### src/common/fft_twiddle_pkg.sv
package fft_twiddle_pkg;

    // ****************************************
    // widths and schedule.
    // ****************************************

    localparam int TW_W       = 12;
    localparam int TW_FRAC    = 10;                // 1.0 is 1024 in this format.
    localparam int TW_NUM     = 32;
    localparam int TW_IDX_W   = $clog2(TW_NUM);
    localparam int CNT_W      = 8;
    localparam int STAGE_LEN  = 32;                // counts in one stage block.
    localparam int NUM_STAGES = 5;                 // window covers offsets 0 to 159.

    typedef logic [CNT_W-1:0]        cnt_t;
    typedef logic [TW_IDX_W-1:0]     tw_idx_t;
    typedef logic signed [TW_W-1:0]  tw_coef_t;

    // ****************************************
    // coefficient table of W64^k for k = 0..31.
    // ****************************************

    // real parts run from cos(0) down to cos(31*pi/32).
    localparam tw_coef_t TW_RE [TW_NUM] = '{
        12'sd1024,
        12'sd1019,
        12'sd1004,
        12'sd979,
        12'sd946,
        12'sd903,
        12'sd851,
        12'sd791,
        12'sd724,
        12'sd649,
        12'sd568,
        12'sd482,
        12'sd391,
        12'sd297,
        12'sd199,
        12'sd100,
        12'sd0,                                    // quarter turn.
        -12'sd101,
        -12'sd200,
        -12'sd298,
        -12'sd392,
        -12'sd483,
        -12'sd569,
        -12'sd650,
        -12'sd725,
        -12'sd792,
        -12'sd852,
        -12'sd904,
        -12'sd947,
        -12'sd980,
        -12'sd1005,
        -12'sd1020
    };

    // imaginary parts carry the minus sign of the forward transform.
    localparam tw_coef_t TW_IM [TW_NUM] = '{
        12'sd0,
        -12'sd101,
        -12'sd200,
        -12'sd298,
        -12'sd392,
        -12'sd483,
        -12'sd569,
        -12'sd650,
        -12'sd725,
        -12'sd792,
        -12'sd852,
        -12'sd904,
        -12'sd947,
        -12'sd980,
        -12'sd1005,
        -12'sd1020,
        -12'sd1024,                                // the only entry at full scale.
        -12'sd1020,
        -12'sd1005,
        -12'sd980,
        -12'sd947,
        -12'sd904,
        -12'sd852,
        -12'sd792,
        -12'sd725,
        -12'sd650,
        -12'sd569,
        -12'sd483,
        -12'sd392,
        -12'sd298,
        -12'sd200,
        -12'sd101
    };

endpackage
### src/design/twiddle_mult.sv
module twiddle_mult
    import fft_twiddle_pkg::*;
#(
    parameter int DATA_W    = 32,
    parameter int START_CNT = 64
) (
    input  logic              clk,
    input  logic              rst_n,
    input  cnt_t              cnt,
    input  logic [DATA_W-1:0] data_in,
    output logic [DATA_W-1:0] data_out
);

    // the coefficient is registered one cycle ahead of the sample it scales.
    tw_coef_t coef_re;
    tw_coef_t coef_im;

    twiddle_gen #(
        .START_CNT (START_CNT)
    ) i_twiddle_gen (
        .clk     (clk),
        .rst_n   (rst_n),
        .cnt     (cnt),
        .coef_re (coef_re),
        .coef_im (coef_im)
    );

    cmplx_mult_scale #(
        .DATA_W (DATA_W)
    ) i_cmplx_mult_scale (
        .clk      (clk),
        .rst_n    (rst_n),
        .data_in  (data_in),
        .coef_re  (coef_re),
        .coef_im  (coef_im),
        .data_out (data_out)
    );

endmodule

### src/design/cmplx_mult_scale.sv
module cmplx_mult_scale
    import fft_twiddle_pkg::*;
#(
    parameter int DATA_W = 32
) (
    input  logic              clk,
    input  logic              rst_n,
    input  logic [DATA_W-1:0] data_in,
    input  tw_coef_t          coef_re,
    input  tw_coef_t          coef_im,
    output logic [DATA_W-1:0] data_out
);

    localparam int HALF_W = DATA_W / 2;
    localparam int PROD_W = HALF_W + TW_W;         // one full product.
    localparam int SUM_W  = PROD_W + 1;            // room for the add or subtract.

    logic signed [HALF_W-1:0] in_re;
    logic signed [HALF_W-1:0] in_im;
    logic signed [PROD_W-1:0] p_rr;
    logic signed [PROD_W-1:0] p_ii;
    logic signed [PROD_W-1:0] p_ri;
    logic signed [PROD_W-1:0] p_ir;
    logic signed [SUM_W-1:0]  sum_re;
    logic signed [SUM_W-1:0]  sum_im;
    logic signed [HALF_W-1:0] out_re;
    logic signed [HALF_W-1:0] out_im;

    // ****************************************
    // complex product.
    // ****************************************

    assign in_re = data_in[DATA_W-1:HALF_W];       // real half sits on top.
    assign in_im = data_in[HALF_W-1:0];

    assign p_rr = PROD_W'(in_re) * PROD_W'(coef_re);
    assign p_ii = PROD_W'(in_im) * PROD_W'(coef_im);
    assign p_ri = PROD_W'(in_re) * PROD_W'(coef_im);
    assign p_ir = PROD_W'(in_im) * PROD_W'(coef_re);

    assign sum_re = $signed({p_rr[PROD_W-1], p_rr}) - $signed({p_ii[PROD_W-1], p_ii});
    assign sum_im = $signed({p_ri[PROD_W-1], p_ri}) + $signed({p_ir[PROD_W-1], p_ir});

    // An arithmetic shift by TW_FRAC followed by keeping the low HALF_W bits
    // is the same as taking this slice. Results that overflow simply wrap.
    assign out_re = sum_re[TW_FRAC+HALF_W-1:TW_FRAC];
    assign out_im = sum_im[TW_FRAC+HALF_W-1:TW_FRAC];

    // ****************************************
    // output register.
    // ****************************************

    always_ff @(posedge clk) begin
        if (!rst_n) begin
            data_out <= '0;
        end else begin
            data_out <= {out_re, out_im};
        end
    end

endmodule

### src/twiddle/twiddle_gen.sv
module twiddle_gen
    import fft_twiddle_pkg::*;
#(
    parameter int START_CNT = 64
) (
    input  logic     clk,
    input  logic     rst_n,
    input  cnt_t     cnt,
    output tw_coef_t coef_re,
    output tw_coef_t coef_im
);

    // two extra bits hold the sign and the full range of cnt - START_CNT.
    localparam int OFS_W     = CNT_W + 2;
    localparam int GRP_SHIFT = $clog2(STAGE_LEN);

    localparam logic signed [OFS_W-1:0] START_OFS = OFS_W'(START_CNT);
    localparam logic signed [OFS_W-1:0] WIN_END   = OFS_W'(STAGE_LEN * NUM_STAGES);

    logic signed [OFS_W-1:0]        offset;
    logic                           in_window;
    logic [CNT_W-1:0]               ofs_u;
    logic [CNT_W-GRP_SHIFT-1:0]     stage_grp;
    logic [GRP_SHIFT-1:0]           stage_pos;
    tw_idx_t                        tw_idx;

    // ****************************************
    // schedule decode.
    // ****************************************

    assign offset    = $signed({2'b00, cnt}) - START_OFS;
    assign in_window = !offset[OFS_W-1] && (offset < WIN_END);

    // inside the window the offset is below 160 and fits CNT_W bits.
    assign ofs_u     = offset[CNT_W-1:0];
    assign stage_grp = ofs_u[CNT_W-1:GRP_SHIFT];   // which 32-count block.
    assign stage_pos = ofs_u[GRP_SHIFT-1:0];       // position inside the block.

    // Each later block walks the table with a doubled stride, so block g
    // uses (pos mod (32 >> g)) << g. Shifting left inside a 5-bit result
    // drops the top g bits, which is exactly that modulo.
    always_comb begin
        if (in_window) begin
            tw_idx = stage_pos << stage_grp;
        end else begin
            tw_idx = '0;                           // unity outside the schedule.
        end
    end

    // ****************************************
    // coefficient register.
    // ****************************************

    always_ff @(posedge clk) begin
        if (!rst_n) begin
            coef_re <= TW_RE[0];
            coef_im <= TW_IM[0];
        end else begin
            coef_re <= TW_RE[tw_idx];
            coef_im <= TW_IM[tw_idx];
        end
    end

endmodule

### config.mk
export PLATFORM = sky130hd
export DESIGN_NAME = twiddle_mult
export DESIGN_NICKNAME = d
export VERILOG_FILES = /design/src/common/fft_twiddle_pkg.sv /design/src/design/twiddle_mult.sv /design/src/design/cmplx_mult_scale.sv /design/src/twiddle/twiddle_gen.sv
export SDC_FILE = /design/constraint.sdc
export NUM_CORES = 2
export LEC_CHECK = 0
export BUFFER_PORTS_ARGS = -buffer_cell sky130_fd_sc_hd__buf_2
export CAP_MARGIN = 40
export CORE_ASPECT_RATIO = 0.7
export CORE_MARGIN = 2
export CORE_UTILIZATION = 50
export CTS_CLUSTER_SIZE = 30
export DETAILED_ROUTE_END_ITERATION = 16
export PLACE_DENSITY = 0.68
export SLEW_MARGIN = 20
export SYNTH_ARGS = -nofsm -noshare
export SYNTH_HDL_FRONTEND = slang
export SYNTH_SLANG_ARGS = --single-unit
### constraint.sdc
create_clock -name clk -period 19.5 [get_ports clk]
set_input_delay 0.975 -clock clk [delete_from_list [all_inputs] [get_ports clk]]
set_output_delay 0.975 -clock clk [all_outputs]
set_load 0.02 [all_outputs]
==> results_dict.tcl <==
set metrics [dict create \
    cp_data_required_time_ps 19710 \
    dp_hpwl_um 54000 \
    synth-main-ff-cell "dfxtp_1" \
    cts_tree "yes" \
    nets 4115 \
    hold_path.class "input pin to flop" \
    netlist-cell-type-count 74 \
    grt_pass1_wl_um 116000 \
    synth-seq-area-share_pct 3.81 \
    portBuffers 73 \
    syn_nets 4164 \
    cp-start-kind "input pin" \
    fmaxAchievable_ghz 0.137 \
    fin_worst_skew_ps 22.0 \
    grt_max_degree 64 \
    status "complete, no violations" \
    clk_pin_slew_ps 100 \
    insertion_delay_ps 350 \
    grt_util_all_layers_pct 24.9 \
    syn_inst 3165 \
    cap_violations 0 \
    slew-limit-headroom_pct 45.8 \
    syn_area_sq_um 28900 \
    cts_max_level 2 \
    clockBufferDepth 2 \
    cts_buffers 5 \
    maxSlewViolCount 0 \
    detail-route-antenna-nets 0 \
    start_util_pct 50.7 \
    async_reset_ff_share_pct 0 \
    setup_viol 0 \
    wl_per_cell_um 17.8 \
    crit_path_max_fanout 24 \
    yosysWarningCount 0 \
    ys_ff_latch 55 \
    drc 0 \
    ioPinCount 74 \
    syn2layout_area_growth_pct 3.75 \
    grt_setup_unrepaired "no" \
    cts.sinks 55 \
    holdPathStages 2 \
    drt_iter0_markers 1385 \
    hold_violations 0 \
    fin_crit_ps 7290 \
    wirelength_um 68700 \
    arrival_ps 7490 \
    hold_buffers 0 \
    num_rows 73 \
    cts_resized 0 \
    viasPerCell 5.07 \
    postCtsSetupRepairBufs 0 \
    vias 19612 \
    firstDrtPassIters 5 \
    coreArea_sq_um 57000 \
    antenna_found_initial 2 \
    dieWidth_um 291 \
    gp_congestion 0.855 \
    cts-root-buf "clkbuf_16" \
    synth_edf_count 0 \
    die_h_um 205 \
    grt_overflow 0 \
    fin_setup_tns_ps 0 \
    syn_avg_cell_area_sq_um 9.13 \
    r2r_cells 23 \
    grt_pass1_vias 20985 \
    path_class "input pin to flop" \
    dieArea_sq_um 59800 \
    drive_gt1_share_pct 4.14 \
    post-route-period-util_pct 37.4 \
    worst_pin_slew_ps 813 \
    critPathCaptureType "flop" \
    final_util_pct 52.6 \
]
state kept, by name, summed over array words and instances (netlist names):
signal                       flops
i_cmplx_mult_scale.data_out     32
i_twiddle_gen.coef_im           11
i_twiddle_gen.coef_re           12
final timing paths:
kind | start | end | slack, ps
setup / recovery | data_in[25] | i_cmplx_mult_scale.data_out[26] | 12210
hold / removal | rst_n | i_twiddle_gen.coef_re[10] | 1070
setup reg to reg | i_twiddle_gen.coef_re[4] | i_cmplx_mult_scale.data_out[26] | 12580
hold reg to reg | i_twiddle_gen.coef_im[10] | i_cmplx_mult_scale.data_out[31] | 1380
stage by stage:
stage | hold slack [ps] | setup slack (ps) | instance area [sq um] | instances
after global placement | 1340 | 11970 | 29800 | 3858
final | 1070 | 12210 | 30000 | 3868
after global routing | 1080 | 11890 | 30000 | 3868
after floorplan | 875 | 12550 | 28900 | 3165
after detailed placement | 1340 | 11860 | 29800 | 3858
after CTS | 1050 | 12220 | 30000 | 3866
cells in the mapped netlist, types with 12 or more instances:
library cell | number | share of area, %
fa_1 | 752 | 52
nand3_1 | 12 | 0.21
clkbuf_1 | 146 | 1.9
nor2_1 | 53 | 0.69
o21ai_0 | 19 | 0.33
dfxtp_1 | 55 | 3.8
and2_1 | 336 | 7.3
nor2b_1 | 33 | 0.71
xnor2_1 | 63 | 1.9
nor3_1 | 20 | 0.35
inv_1 | 824 | 11
nand2_1 | 416 | 5.4
nand2b_1 | 33 | 0.71
a21oi_1 | 42 | 0.73
ha_1 | 205 | 8.9
worst max-delay path, cell delays in order:
cell and delay, ps:
buf_2 450, and2_1 240, fa_1 430, fa_1 560
inv_1 60, fa_1 530, inv_1 50, fa_1 490
fa_1 510, fa_1 490, inv_1 50, fa_1 470
inv_1 50, ha_1 350, nand3_1 110, o22ai_2 290
o22ai_1 250, nor3_1 430, o211ai_1 190, a21oi_1 240
o21ai_0 100, nor3b_1 140
cell type report:
class,instances,area [sq um]
well taps,750,938
diodes,1,2.50
fillers,5235,27000
multi-input cells,2128,24100
clock buffers,5,125
repair buffers,99,568
flip-flops and latches,55,1100
inverters,827,3100
clock inverters,3,50.0
routing by layer:
layer	part of all wire (%)	up-vias	GRT usage, %
met5	0.010	-	0
met4	0.57	2	2.23
met3	9.9	35	6.73
met2	41	678	35.8
met1	48	9952	38.8
li1	-	8945	-
cells by family (layout without fill, tap and decap cells):
logic type / Yosys count / count (layout) / share of synthesized area, %
flip-flops: 55 / 55 / 3.81
XOR/XNOR: 74 / 74 / 2.24
other: 0 / 1 / 0
adder cells (fa/ha/maj): 957 / 957 / 61.0
AND/OR/NAND/NOR: 935 / 935 / 16.2
buffers and inverters: 982 / 934 / 12.8
multiplexers: 8 / 8 / 0.312
AO/OA/AOI/OAI: 154 / 154 / 3.63
cell usage in the layout (no fill, tap or decap), drive strengths merged, types with 9 or more instances in the layout:
cell type,count
inv,828
fa,752
nand2,416
and2,336
ha,205
buf,99
xnor2,63
nor2,55
dfxtp,55
a21oi,43
nor2b,33
nand2b,33
o21ai,29
nor3,21
a211oi,13
nand3,12
xor2,11
a21o,9
Power is not shown: default switching activity piles up to over one toggle a cycle in this logic, so the estimate is an artifact.
